### src/design/lsu_pkg.sv
// Load-store subsystem sizes, tag and ID types, request, response and metadata structs
`default_nettype none

package lsu_pkg;

  // --------------------------------------------------
  // Sizes
  // --------------------------------------------------
  // Loads in flight, must stay at least one
  localparam int unsigned NumOutstandingLoads = 4;
  // Width of a load ID
  localparam int unsigned IdWidth = $clog2(NumOutstandingLoads);
  // Memory depth in 32-bit words
  localparam int unsigned MemWords = 64;

  // --------------------------------------------------
  // Basic types
  // --------------------------------------------------
  typedef logic [4:0]         tag_t;
  typedef logic [IdWidth-1:0] meta_id_t;

  // Access size, fourth code reserved
  typedef enum logic [1:0] {
    size_byte = 2'b00,
    size_half = 2'b01,
    size_word = 2'b10
  } lsu_size_e;

  // --------------------------------------------------
  // Channel payloads
  // --------------------------------------------------
  // Core request
  typedef struct packed {
    tag_t        tag;
    logic        write;
    logic        is_signed;
    logic [31:0] addr;
    logic [31:0] data;
    lsu_size_e   size;
  } lsu_req_t;

  // Core response
  typedef struct packed {
    logic [31:0] data;
    tag_t        tag;
    logic        error;
  } lsu_rsp_t;

  // Word-aligned memory request
  typedef struct packed {
    logic [31:0] addr;
    logic        write;
    logic [31:0] data;
    logic [3:0]  strb;
    meta_id_t    id;
  } mem_req_t;

  // Memory response, matched to its load by ID
  typedef struct packed {
    logic [31:0] data;
    logic        error;
    meta_id_t    id;
  } mem_rsp_t;

  // Per-load info kept until the response returns
  typedef struct packed {
    tag_t       tag;
    logic       sign_ext;
    logic [1:0] offset;
    lsu_size_e  size;
  } lsu_meta_t;

endpackage

`default_nettype wire

### src/design/lsu_id_table.sv
// Load ID allocator with per-ID metadata storage
`timescale 1ns/1ns
`default_nettype none

module lsu_id_table (
  input  wire logic                clk_i,
  input  wire logic                rst_i,
  // Allocation side
  input  wire logic                push_i,
  input  wire lsu_pkg::lsu_meta_t  push_meta_i,
  output lsu_pkg::meta_id_t        free_id_o,
  output logic                     full_o,
  // Release side
  input  wire logic                pop_i,
  input  wire lsu_pkg::meta_id_t   pop_id_i,
  output lsu_pkg::lsu_meta_t       pop_meta_o
);

  // --------------------------------------------------
  // State
  // --------------------------------------------------
  // One bit per ID, set means free
  logic [lsu_pkg::NumOutstandingLoads-1:0] avail_q;
  // Metadata per ID
  lsu_pkg::lsu_meta_t meta_q [lsu_pkg::NumOutstandingLoads];

  // --------------------------------------------------
  // Free ID search
  // --------------------------------------------------
  // Zero-count from the low end, so the lowest free ID wins
  always_comb begin
    free_id_o = '0;
    for (int i = lsu_pkg::NumOutstandingLoads - 1; i >= 0; i--) begin
      if (avail_q[i]) begin
        free_id_o = lsu_pkg::meta_id_t'(i);
      end
    end
  end

  // No free bit left
  assign full_o = ~|avail_q;

  // --------------------------------------------------
  // Availability tracking
  // --------------------------------------------------
  always_ff @(posedge clk_i or posedge rst_i) begin
    if (rst_i) begin
      avail_q <= '1;
    end else begin
      // Claim offered ID
      if (push_i) begin
        avail_q[free_id_o] <= 1'b0;
      end
      // Release returned ID
      if (pop_i) begin
        avail_q[pop_id_i] <= 1'b1;
      end
    end
  end

  // Metadata written on claim
  always_ff @(posedge clk_i) begin
    if (push_i) begin
      meta_q[free_id_o] <= push_meta_i;
    end
  end

  // Read back for the returning load
  assign pop_meta_o = meta_q[pop_id_i];

endmodule

`default_nettype wire

### src/design/lsu_mem_bank.sv
// Byte-strobed word memory with per-ID pending load slots answering out of order
`timescale 1ns/1ns
`default_nettype none

module lsu_mem_bank (
  input  wire logic               clk_i,
  input  wire logic               rst_i,
  // Requests from the request stage
  input  wire lsu_pkg::mem_req_t  req_i,
  input  wire logic               req_valid_i,
  output logic                    req_ready_o,
  // Responses to the response stage
  output lsu_pkg::mem_rsp_t       rsp_o,
  output logic                    rsp_valid_o,
  input  wire logic               rsp_ready_i
);

  // --------------------------------------------------
  // Storage
  // --------------------------------------------------
  logic [31:0] mem_q [lsu_pkg::MemWords];

  // Pending load slots, indexed by ID
  logic [lsu_pkg::NumOutstandingLoads-1:0] slot_busy_q;
  logic [2:0]                              slot_cnt_q  [lsu_pkg::NumOutstandingLoads];
  logic [31:0]                             slot_data_q [lsu_pkg::NumOutstandingLoads];
  logic [lsu_pkg::NumOutstandingLoads-1:0] slot_err_q;

  // --------------------------------------------------
  // Request decode
  // --------------------------------------------------
  logic [$clog2(lsu_pkg::MemWords)-1:0]    word_idx;
  logic                                    in_range;
  logic                                    store_en;
  logic                                    load_en;
  logic [31:0]                             rd_data;
  logic [lsu_pkg::NumOutstandingLoads-1:0] slot_ready;
  lsu_pkg::meta_id_t                       sel_id;
  logic                                    rsp_fire;

  // Slots are per ID, so nothing ever blocks
  assign req_ready_o = 1'b1;

  assign word_idx = req_i.addr[2 +: $clog2(lsu_pkg::MemWords)];
  assign in_range = req_i.addr < 32'(lsu_pkg::MemWords * 4);
  // Out-of-range stores just vanish
  assign store_en = req_valid_i & req_ready_o & req_i.write & in_range;
  assign load_en  = req_valid_i & req_ready_o & ~req_i.write;
  // Zero data for an out-of-range load
  assign rd_data  = in_range ? mem_q[word_idx] : 32'h0;

  // --------------------------------------------------
  // Word memory
  // --------------------------------------------------
  always_ff @(posedge clk_i or posedge rst_i) begin
    if (rst_i) begin
      for (int w = 0; w < lsu_pkg::MemWords; w++) begin
        mem_q[w] <= '0;
      end
    end else if (store_en) begin
      // Write enabled lanes only
      for (int b = 0; b < 4; b++) begin
        if (req_i.strb[b]) begin
          mem_q[word_idx][8*b +: 8] <= req_i.data[8*b +: 8];
        end
      end
    end
  end

  // --------------------------------------------------
  // Response selection
  // --------------------------------------------------
  // Slot is ready once its countdown hits zero
  always_comb begin
    for (int i = 0; i < lsu_pkg::NumOutstandingLoads; i++) begin
      slot_ready[i] = slot_busy_q[i] & (slot_cnt_q[i] == 3'd0);
    end
  end

  // Lowest ready slot first
  always_comb begin
    sel_id = '0;
    for (int i = lsu_pkg::NumOutstandingLoads - 1; i >= 0; i--) begin
      if (slot_ready[i]) begin
        sel_id = lsu_pkg::meta_id_t'(i);
      end
    end
  end

  assign rsp_valid_o = |slot_ready;
  assign rsp_fire    = rsp_valid_o & rsp_ready_i;
  assign rsp_o.data  = slot_data_q[sel_id];
  assign rsp_o.error = slot_err_q[sel_id];
  assign rsp_o.id    = sel_id;

  // --------------------------------------------------
  // Slot control
  // --------------------------------------------------
  always_ff @(posedge clk_i or posedge rst_i) begin
    if (rst_i) begin
      slot_busy_q <= '0;
      for (int i = 0; i < lsu_pkg::NumOutstandingLoads; i++) begin
        slot_cnt_q[i] <= '0;
      end
    end else begin
      // Count down waiting slots
      for (int i = 0; i < lsu_pkg::NumOutstandingLoads; i++) begin
        if (slot_busy_q[i] && slot_cnt_q[i] != 3'd0) begin
          slot_cnt_q[i] <= slot_cnt_q[i] - 3'd1;
        end
      end
      if (rsp_fire) begin
        slot_busy_q[sel_id] <= 1'b0;
      end
      // Delay depends on address bits 3:2
      if (load_en) begin
        slot_busy_q[req_i.id] <= 1'b1;
        slot_cnt_q[req_i.id]  <= 3'd1 + {1'b0, req_i.addr[3:2]};
      end
    end
  end

  // Captured read data and error
  always_ff @(posedge clk_i) begin
    if (load_en) begin
      slot_data_q[req_i.id] <= rd_data;
      slot_err_q[req_i.id]  <= ~in_range;
    end
  end

endmodule

`default_nettype wire

### src/design/lsu_stream_reg.sv
// Single-entry valid/ready pipeline register with a type-parameterized payload
`timescale 1ns/1ns
`default_nettype none

module lsu_stream_reg #(
  parameter type payload_t = logic
) (
  input  wire logic     clk_i,
  input  wire logic     rst_i,
  // Upstream side
  input  wire logic     in_valid_i,
  output logic          in_ready_o,
  input  wire payload_t in_data_i,
  // Downstream side
  output logic          out_valid_o,
  input  wire logic     out_ready_i,
  output payload_t      out_data_o
);

  logic     full_q;
  payload_t data_q;
  logic     in_fire;

  // Take new item when empty or while the held one drains
  assign in_ready_o = ~full_q | out_ready_i;
  assign in_fire    = in_valid_i & in_ready_o;

  // Full flag
  always_ff @(posedge clk_i or posedge rst_i) begin
    if (rst_i) begin
      full_q <= 1'b0;
    end else if (in_fire) begin
      full_q <= 1'b1;
    end else if (out_ready_i) begin
      full_q <= 1'b0;
    end
  end

  // Payload, only loaded on a transfer
  always_ff @(posedge clk_i) begin
    if (in_fire) begin
      data_q <= in_data_i;
    end
  end

  assign out_valid_o = full_q;
  assign out_data_o  = data_q;

endmodule

`default_nettype wire

### src/design/lsu_subsys_top.sv
// Load-store subsystem top with unit, request and response stages and memory bank
`timescale 1ns/1ns
`default_nettype none

module lsu_subsys_top (
  input  wire logic               clk_i,
  input  wire logic               rst_i,
  // Core request
  input  wire lsu_pkg::lsu_req_t  core_req_i,
  input  wire logic               core_req_valid_i,
  output logic                    core_req_ready_o,
  // Core response
  output lsu_pkg::lsu_rsp_t       core_rsp_o,
  output logic                    core_rsp_valid_o,
  input  wire logic               core_rsp_ready_i
);

  // Unit to request stage
  lsu_pkg::mem_req_t lsu_req;
  logic              lsu_req_valid;
  logic              lsu_req_ready;
  // Request stage to memory
  lsu_pkg::mem_req_t bank_req;
  logic              bank_req_valid;
  logic              bank_req_ready;
  // Memory to response stage
  lsu_pkg::mem_rsp_t bank_rsp;
  logic              bank_rsp_valid;
  logic              bank_rsp_ready;
  // Response stage to unit
  lsu_pkg::mem_rsp_t lsu_rsp;
  logic              lsu_rsp_valid;
  logic              lsu_rsp_ready;

  lsu_unit i_lsu_unit (
    .clk_i            ( clk_i            ),
    .rst_i            ( rst_i            ),
    .core_req_i       ( core_req_i       ),
    .core_req_valid_i ( core_req_valid_i ),
    .core_req_ready_o ( core_req_ready_o ),
    .core_rsp_o       ( core_rsp_o       ),
    .core_rsp_valid_o ( core_rsp_valid_o ),
    .core_rsp_ready_i ( core_rsp_ready_i ),
    .mem_req_o        ( lsu_req          ),
    .mem_req_valid_o  ( lsu_req_valid    ),
    .mem_req_ready_i  ( lsu_req_ready    ),
    .mem_rsp_i        ( lsu_rsp          ),
    .mem_rsp_valid_i  ( lsu_rsp_valid    ),
    .mem_rsp_ready_o  ( lsu_rsp_ready    )
  );

  // Outbound register stage
  lsu_stream_reg #(
    .payload_t ( lsu_pkg::mem_req_t )
  ) i_req_reg (
    .clk_i       ( clk_i          ),
    .rst_i       ( rst_i          ),
    .in_valid_i  ( lsu_req_valid  ),
    .in_ready_o  ( lsu_req_ready  ),
    .in_data_i   ( lsu_req        ),
    .out_valid_o ( bank_req_valid ),
    .out_ready_i ( bank_req_ready ),
    .out_data_o  ( bank_req       )
  );

  lsu_mem_bank i_mem_bank (
    .clk_i       ( clk_i          ),
    .rst_i       ( rst_i          ),
    .req_i       ( bank_req       ),
    .req_valid_i ( bank_req_valid ),
    .req_ready_o ( bank_req_ready ),
    .rsp_o       ( bank_rsp       ),
    .rsp_valid_o ( bank_rsp_valid ),
    .rsp_ready_i ( bank_rsp_ready )
  );

  // Return register stage
  lsu_stream_reg #(
    .payload_t ( lsu_pkg::mem_rsp_t )
  ) i_rsp_reg (
    .clk_i       ( clk_i          ),
    .rst_i       ( rst_i          ),
    .in_valid_i  ( bank_rsp_valid ),
    .in_ready_o  ( bank_rsp_ready ),
    .in_data_i   ( bank_rsp       ),
    .out_valid_o ( lsu_rsp_valid  ),
    .out_ready_i ( lsu_rsp_ready  ),
    .out_data_o  ( lsu_rsp        )
  );

endmodule

`default_nettype wire

### src/design/lsu_unit.sv
// Load-store unit with request alignment, strobes, ID tagging and load data realignment
`timescale 1ns/1ns
`default_nettype none

module lsu_unit (
  input  wire logic               clk_i,
  input  wire logic               rst_i,
  // Core request
  input  wire lsu_pkg::lsu_req_t  core_req_i,
  input  wire logic               core_req_valid_i,
  output logic                    core_req_ready_o,
  // Core response
  output lsu_pkg::lsu_rsp_t       core_rsp_o,
  output logic                    core_rsp_valid_o,
  input  wire logic               core_rsp_ready_i,
  // Memory request
  output lsu_pkg::mem_req_t       mem_req_o,
  output logic                    mem_req_valid_o,
  input  wire logic               mem_req_ready_i,
  // Memory response
  input  wire lsu_pkg::mem_rsp_t  mem_rsp_i,
  input  wire logic               mem_rsp_valid_i,
  output logic                    mem_rsp_ready_o
);

  // --------------------------------------------------
  // Signals
  // --------------------------------------------------
  lsu_pkg::lsu_meta_t req_meta;
  lsu_pkg::lsu_meta_t rsp_meta;
  lsu_pkg::meta_id_t  free_id;
  logic               table_full;
  logic               table_push;
  logic               table_pop;
  logic               req_allowed;
  logic [1:0]         offset;
  logic [31:0]        shifted_data;
  logic [31:0]        ld_result;

  assign offset = core_req_i.addr[1:0];

  // --------------------------------------------------
  // ID table
  // --------------------------------------------------
  assign req_meta = '{
    tag:      core_req_i.tag,
    sign_ext: core_req_i.is_signed,
    offset:   offset,
    size:     core_req_i.size
  };

  lsu_id_table i_id_table (
    .clk_i       ( clk_i       ),
    .rst_i       ( rst_i       ),
    .push_i      ( table_push  ),
    .push_meta_i ( req_meta    ),
    .free_id_o   ( free_id     ),
    .full_o      ( table_full  ),
    .pop_i       ( table_pop   ),
    .pop_id_i    ( mem_rsp_i.id ),
    .pop_meta_o  ( rsp_meta    )
  );

  // Claim ID when a load leaves, free it when its data goes to the core
  assign table_push = mem_req_valid_o & mem_req_ready_i & ~core_req_i.write;
  assign table_pop  = mem_rsp_valid_i & mem_rsp_ready_o;

  // --------------------------------------------------
  // Request path
  // --------------------------------------------------
  // Stores never wait on the table
  assign req_allowed      = core_req_i.write | ~table_full;
  assign mem_req_valid_o  = core_req_valid_i & req_allowed;
  assign core_req_ready_o = mem_req_ready_i & req_allowed;

  assign mem_req_o.addr  = {core_req_i.addr[31:2], 2'b00};
  assign mem_req_o.write = core_req_i.write;
  assign mem_req_o.id    = free_id;

  // Byte strobe from size and offset
  always_comb begin
    unique case (core_req_i.size)
      lsu_pkg::size_byte: mem_req_o.strb = 4'b0001 << offset;
      lsu_pkg::size_half: mem_req_o.strb = 4'b0011 << offset;
      lsu_pkg::size_word: mem_req_o.strb = 4'b1111;
      default:            mem_req_o.strb = 4'b0000;
    endcase
  end

  // Rotate store data into its lanes
  always_comb begin
    unique case (offset)
      2'd1:    mem_req_o.data = {core_req_i.data[23:0], core_req_i.data[31:24]};
      2'd2:    mem_req_o.data = {core_req_i.data[15:0], core_req_i.data[31:16]};
      2'd3:    mem_req_o.data = {core_req_i.data[7:0], core_req_i.data[31:8]};
      default: mem_req_o.data = core_req_i.data;
    endcase
  end

  // --------------------------------------------------
  // Response path
  // --------------------------------------------------
  // Move addressed byte down to lane 0
  assign shifted_data = mem_rsp_i.data >> {rsp_meta.offset, 3'b000};

  // Zero or sign extend by size
  always_comb begin
    unique case (rsp_meta.size)
      lsu_pkg::size_byte:
        ld_result = {{24{shifted_data[7] & rsp_meta.sign_ext}}, shifted_data[7:0]};
      lsu_pkg::size_half:
        ld_result = {{16{shifted_data[15] & rsp_meta.sign_ext}}, shifted_data[15:0]};
      default:
        ld_result = shifted_data;
    endcase
  end

  assign core_rsp_o.data  = ld_result;
  assign core_rsp_o.tag   = rsp_meta.tag;
  assign core_rsp_o.error = mem_rsp_i.error;

  // Straight handshake pass to the core
  assign core_rsp_valid_o = mem_rsp_valid_i;
  assign mem_rsp_ready_o  = core_rsp_ready_i;

endmodule

`default_nettype wire

### config.mk
export PLATFORM = sky130hd
export DESIGN_NAME = lsu_subsys_top
export DESIGN_NICKNAME = d
export VERILOG_FILES = /design/src/design/lsu_pkg.sv /design/src/design/lsu_id_table.sv /design/src/design/lsu_mem_bank.sv /design/src/design/lsu_stream_reg.sv /design/src/design/lsu_subsys_top.sv /design/src/design/lsu_unit.sv
export SDC_FILE = /design/constraint.sdc
export NUM_CORES = 2
export LEC_CHECK = 0
export BUFFER_PORTS_ARGS = -buffer_cell sky130_fd_sc_hd__clkbuf_2
export CAP_MARGIN = 25
export CORE_MARGIN = 2
export CORE_UTILIZATION = 55
export DETAILED_ROUTE_END_ITERATION = 8
export PLACE_DENSITY = 0.71
export REMOVE_ABC_BUFFERS = 1
export SLEW_MARGIN = 5
export SYNTH_ARGS = -nofsm -noshare
export SYNTH_HDL_FRONTEND = slang
export SYNTH_SLANG_ARGS = --single-unit
### constraint.sdc
create_clock -name clk_i -period 79.5 [get_ports clk_i]
set_clock_uncertainty 0.1 [all_clocks]
set_input_delay 3.975 -clock clk_i [delete_from_list [all_inputs] [get_ports clk_i]]
set_output_delay 3.975 -clock clk_i [all_outputs]
set_load 0.005 [all_outputs]
# Yosys cells after proc, flatten, opt, wreduce, memory -nomap -nowiden

Memory sizes are Yosys's and may differ from the RTL's. A register that Yosys moved wholly into a read port is not among the register bits.
Index checks and enable logic that the tools add are counted.
W data, S select, Z words.

Flip-flop bits (word level): 2,146
Latch bits: 0
RAM bits: 168
ROM bits: 0
Input port bits: 77
Output and inout port bits: 40
Word-level logic and storage cells: 224
Memories kept: 2

Memories:

| memory                       | depth | bits a word | read ports | clocked after Yosys merged registers in | wr ports | line               | text |
|---|---|---|---|---|---|---|---|
| i_mem_bank.slot_data_q       | 4     | 32          | 1          | 1                                       | 1        | lsu_mem_bank.sv:26 | `logic [31:0] slot_data_q [lsu_pkg::NumOutstandingLoads];` |
| i_lsu_unit.i_id_table.meta_q | 4     | 10          | 1          | 1                                       | 1        | lsu_id_table.sv:25 | `lsu_pkg::lsu_meta_t meta_q [lsu_pkg::NumOutstandingLoads];` |

Add/sub/neg operators: 5
$mul: 0
Divide/modulo/power cells: 0
Magnitude comparators: 13
Eq/ne operators: 6
Shifts and indexed selects: 3
Mux-type cells: 65
Bitwise gates (word level): 27
Reductions and logical operators: 23

Operator list:

| operator              | number |
|---|---|
| $mux W2048            | 7 |
| $bwmux W2048          | 4 |
| $demux W32 S6         | 4 |
| $bmux W32 S6          | 1 |
| $mux W32              | 4 |
| $pmux W32 S3          | 1 |
| $pmux W32 S2          | 1 |
| $lt A32 B9 Y1 const B | 1 |
| $shr A32 B5 Y32       | 1 |
| $mux W24              | 1 |
| $mux W2               | 9 |
| $mux W16              | 1 |
| $mux W4               | 4 |
| $mux W3               | 5 |
| $and A1 B1 Y1         | 13 |
| $bwmux W12            | 1 |
| $logic_not A3 Y1      | 4 |
| $lt A2 B3 Y1 const B  | 4 |
| $mux W1               | 12 |
| $mux W12              | 1 |
| $pmux W4 S3           | 1 |
| $reduce_bool A3 Y1    | 4 |
| $sub A3 B1 Y3 const B | 4 |
| $logic_and A1 B1 Y1   | 10 |
| other kinds (25)      | 44 |

# Depth between registers and ports, before layout

Depth after elaboration: 16
Depth in mapped cells: 11
Depth with buffers taken out: 8

# Modules after synthesis

A second synthesis with hierarchy kept.

Cells, all modules: 7,496
Area total of the unflattened synthesis: 108,456.5 um^2

By module, submodules not included:

| module                     | instances | cells an instance | area each (um^2) | sequential area each (um^2) |
|---|---|---|---|---|
| lsu_mem_bank               | 1         | 7,105             | 101,603.7        | 55,613.3 |
| lsu_stream_reg (i_req_reg) | 1         | 76                | 2,189.6          | 2,157.1 |
| lsu_unit                   | 1         | 196               | 1,866.8          | 0.0 |
| lsu_id_table               | 1         | 79                | 1,687.9          | 1,306.3 |
| lsu_stream_reg (i_rsp_reg) | 1         | 40                | 1,108.6          | 1,076.0 |

# Worst setup path after synthesis

No wires, ideal clock.

Path kind: input to output
Start: input core_req_i[67] in the netlist's numbering
End: output core_req_ready_o
Data arrival time: 4.132 ns
Required time: 75.425 ns
Path slack: 71.293 ns
Cell stages on the path: 1
Buffers on the path: 0
Cell sequence: nand3b_1

Longest elaborated chain between the ends: 1

Ends and longest elaborated chain:

| item               | line                 | text |
|---|---|---|
| start: declaration | lsu_subsys_top.sv:9  | `input wire lsu_pkg::lsu_req_t core_req_i,` |
| $or A1 B1 Y1       | lsu_unit.sv:72       | `assign req_allowed = core_req_i.write \| ~table_full;` |
| end: declaration   | lsu_subsys_top.sv:11 | `output logic core_req_ready_o,` |

No other way between the ends.

# Final worst setup path

Ends and elaborated chain as after synthesis.

==> results.tsv <==
stage	metric	value	unit
clock_tree	cts.sinks	2348	
clock_tree	clockRootBuffer	clkbuf_16	
timing	period_needed	8500	ps
yosys	yosys-top-cells-area	dfrtp_1, mux2_2, edfxtp_1, mux4_2, nor2_4	
finish	fill_cells	14300	
clock_tree	clk_pin_slew	60	ps
critical_path	endpoint_kind	output pin	
power_and_ir_drop	cellLeakagePower	54.4	nW
grt	grt_use_met2	50.0	%
die	start_util	55.4	%
grt	use_met1	43.3	%
grt	gr-total-overflow	0	
critical_path	crit_required	75420	ps
critical_path	critPathLaunchType	input pin	
grt	grt_pass1_vias	68500	
yosys	synth.distinct_cells	84	
critical_path	cp_data_arrival_time	4420	ps
critical_path	cp-endpoint	core_req_ready_o	
yosys	synth_async_sr_flop_share	88.2	%
drt	dr.pass1.iters	8	
yosys	syn_area	107000	um2
clock_tree	cts_made_buffers	235	
clock_tree	cts_max_level	4	
yosys	synth_flop_cell	dfrtp_1	
timing	fmax	0.118	GHz
yosys	synth_edf_count	276	
timing	slew_viol_final	0	
drt	drt_iter0_drc	6880	
critical_path	path_max_fanout	4	
drt	routed_wirelength	321	mm
timing	hold_viol	0	
finish	final_nets	7339	
drt	via_per_inst	6.70	
drt	via_count	66900	
finish	drive_gt1_share	46.6	%
finish	multiInputGateArea	44200	um2
finish	area_growth	10.4	%
grt	antenna_found_initial	16	
die	dieArea	198000	um2
place	place_congestion	0.873	
timing	finalCritPeriodShare	10.7	%
clock_tree	cts_setup_buffers	0	
place	dp_hpwl	197	mm
place	io_buffers	116	
critical_path	r2r_end	i_mem_bank.slot_data_q[2][20]	
clock_tree	tritoncts	done	
power_and_ir_drop	power.density	24.1	nW/um2
clock_tree	clock_latency	920	ps
grt	grt_pass1_wl	472	mm
drt	wl_per_cell	32.2	um
critical_path	regToRegSetupSlack	73840	ps
drt	drcViolationCount	0	
die	die-width	445	um
timing	worstMarginPinSlew	1230	ps
timing	setup_viol	0	
yosys	synth_common_cells	mux2_2, dfrtp_1, clkbuf_1	
die	io_pins	117	
critical_path	crit_start	core_req_i[67]	
drt	antenna_left	0	
grt	grt_start_max_net_pins	181	
clock_tree	clockBufferDepth	3	
critical_path	crit_type	input pin to output pin	
timing	rsz0062_at_grt	false	
critical_path	reg2reg_from	i_req_reg.out_data_o[41]	
yosys	syn_inst	7270	
die	num_rows	161	
power_and_ir_drop	ir_drop	0.0255	mV
finish	seqCellArea	60100	um2
clock_tree	cts_hold_repair.buffers	0	
critical_path	reg2reg_depth	10	
yosys	yosysSeqAreaShare	56.3	%
yosys	yosysTopAreaCellShare	48.4	%
place	placedCellCount	9532	
die	core	193000	um2
yosys	avgSynthCellArea	14.7	um2
run_status	status	completed	
grt	use_met3	7.21	%
timing	maxSlewHeadroom	17.6	%
grt	grt_use_total	32.5	%
finish	final_cells	9985	
grt	grt-busiest-layer	met2	
yosys	synth_area_leader_cell	dfrtp_1	
min_path	hp-class	flop to flop	
flow_run	maxCapViolations	0	
yosys	yosys_warnings	0	
die	fp.dieH	445	um
clock_tree	cts_resized	0	
yosys	synth.most_common_cell	mux2_2	
yosys	ys_ff_latch	2348	
timing	timing.setup.tns	0	ps
==> per-stage QoR <==
step	setup WS (ps)	util, %	hold WS, ps	total power (W)	cell area [um2]
2_1_floorplan	16960	-	340	0.00154	104000
3_3_place_gp	71040	56.8	363	0.00171	110000
3_5_place_dp	70990	56.8	373	0.00172	110000
4_1_cts	70990	61.0	387	0.00284	118000
5_1_grt	70950	61.1	401	0.00292	118000
6_report	71000	61.1	385	0.00284	118000
==> state kept, by name (all words and copies together), names as in the netlist, named ones only <==
register / count
i_mem_bank.slot_busy_q: 4
i_mem_bank.mem_q: 2048
i_mem_bank.slot_data_q: 128
i_mem_bank.slot_err_q: 4
i_rsp_reg.out_data_o: 35
i_lsu_unit.i_id_table.avail_q: 4
i_mem_bank.slot_cnt_q: 12
i_lsu_unit.i_id_table.meta_q: 40
i_rsp_reg.out_valid_o: 1
i_req_reg.out_valid_o: 1
i_req_reg.out_data_o: 69
==> cell families (layout without fill, tap and decap cells) <==
logic type	Yosys count	after routing	share of synthesized area [%]
simple gates	820	820	4.90
buf+inv	569	750	2.44
xor+xnor	4	4	0.0328
fa+ha+maj	9	9	0.105
flops	2348	2348	56.3
other cells	0	8	0
mux	2625	2625	30.5
compound gates	895	895	5.71
==> cell type report <==
| type | count | area share, % |
|---|---|---|
| multi-input cells | 4353 | 37.5 |
| flip-flops and latches | 2348 | 51.0 |
| inverters | 22 | 0.0850 |
| well taps | 2526 | 2.68 |
| repair buffers | 293 | 1.87 |
| clock buffers | 360 | 6.00 |
| clock inverters | 75 | 0.769 |
| diodes | 8 | 0.0170 |
==> placed cells by master (no fill, tap or decap), drive strengths merged, types with 13 or more instances in the layout <==
| cell type | count |
|---|---|
| a211oi | 39 |
| a21oi | 132 |
| a221oi | 20 |
| a222oi | 33 |
| a22oi | 27 |
| and3 | 19 |
| buf | 179 |
| clkbuf | 474 |
| clkinv | 54 |
| dfrtp | 2066 |
| edfxtp | 276 |
| inv | 32 |
| mux2 | 2215 |
| mux2i | 132 |
| mux4 | 278 |
| nand2 | 271 |
| nand2b | 13 |
| nand3 | 20 |
| nor2 | 353 |
| nor2b | 29 |
| nor3 | 46 |
| nor4 | 22 |
| o21ai | 147 |
| o221ai | 132 |
| o22a | 18 |
| o22ai | 248 |
==> critical path: stages <==
cell and delay, ps:
clkbuf_2 110, nand3b_1 190, clkbuf_2 150
==> worst min path at each step <==
stage / startpoint / to / slack, ps / cells after the start
finish: i_mem_bank.mem_q[2027] / i_mem_bank.mem_q[2027] / 380 / 1
global route: i_mem_bank.mem_q[2031] / i_mem_bank.mem_q[2031] / 400 / 1
CTS: i_mem_bank.mem_q[2027] / i_mem_bank.mem_q[2027] / 390 / 1
detailed placement: i_mem_bank.mem_q[2027] / i_mem_bank.mem_q[2027] / 370 / 1
global placement: i_mem_bank.mem_q[1319] / i_mem_bank.mem_q[1319] / 360 / 1
floorplan: i_rsp_reg.out_data_o[1] / i_lsu_unit.i_id_table.avail_q[0] / 340 / 1
==> report_power, final <==
| group | total, W | switching (W) | internal, W |
|---|---|---|---|
| Sequential | 0.00128 | 0.0000209 | 0.00126 |
| Combinational | 0.000428 | 0.000309 | 0.000119 |
| Clock | 0.00113 | 0.000489 | 0.000644 |
==> metal layers <==
| layer | vias up | part of all wire [%] |
|---|---|---|
| met2 | 2951 | 46 |
| met3 | 838 | 8.1 |
| met5 | - | 0.0078 |
| met4 | 4 | 6.0 |
| met1 | 35800 | 40 |
| li1 | 27200 | - |
No activity file was read; power rests on OpenSTA's default activity.
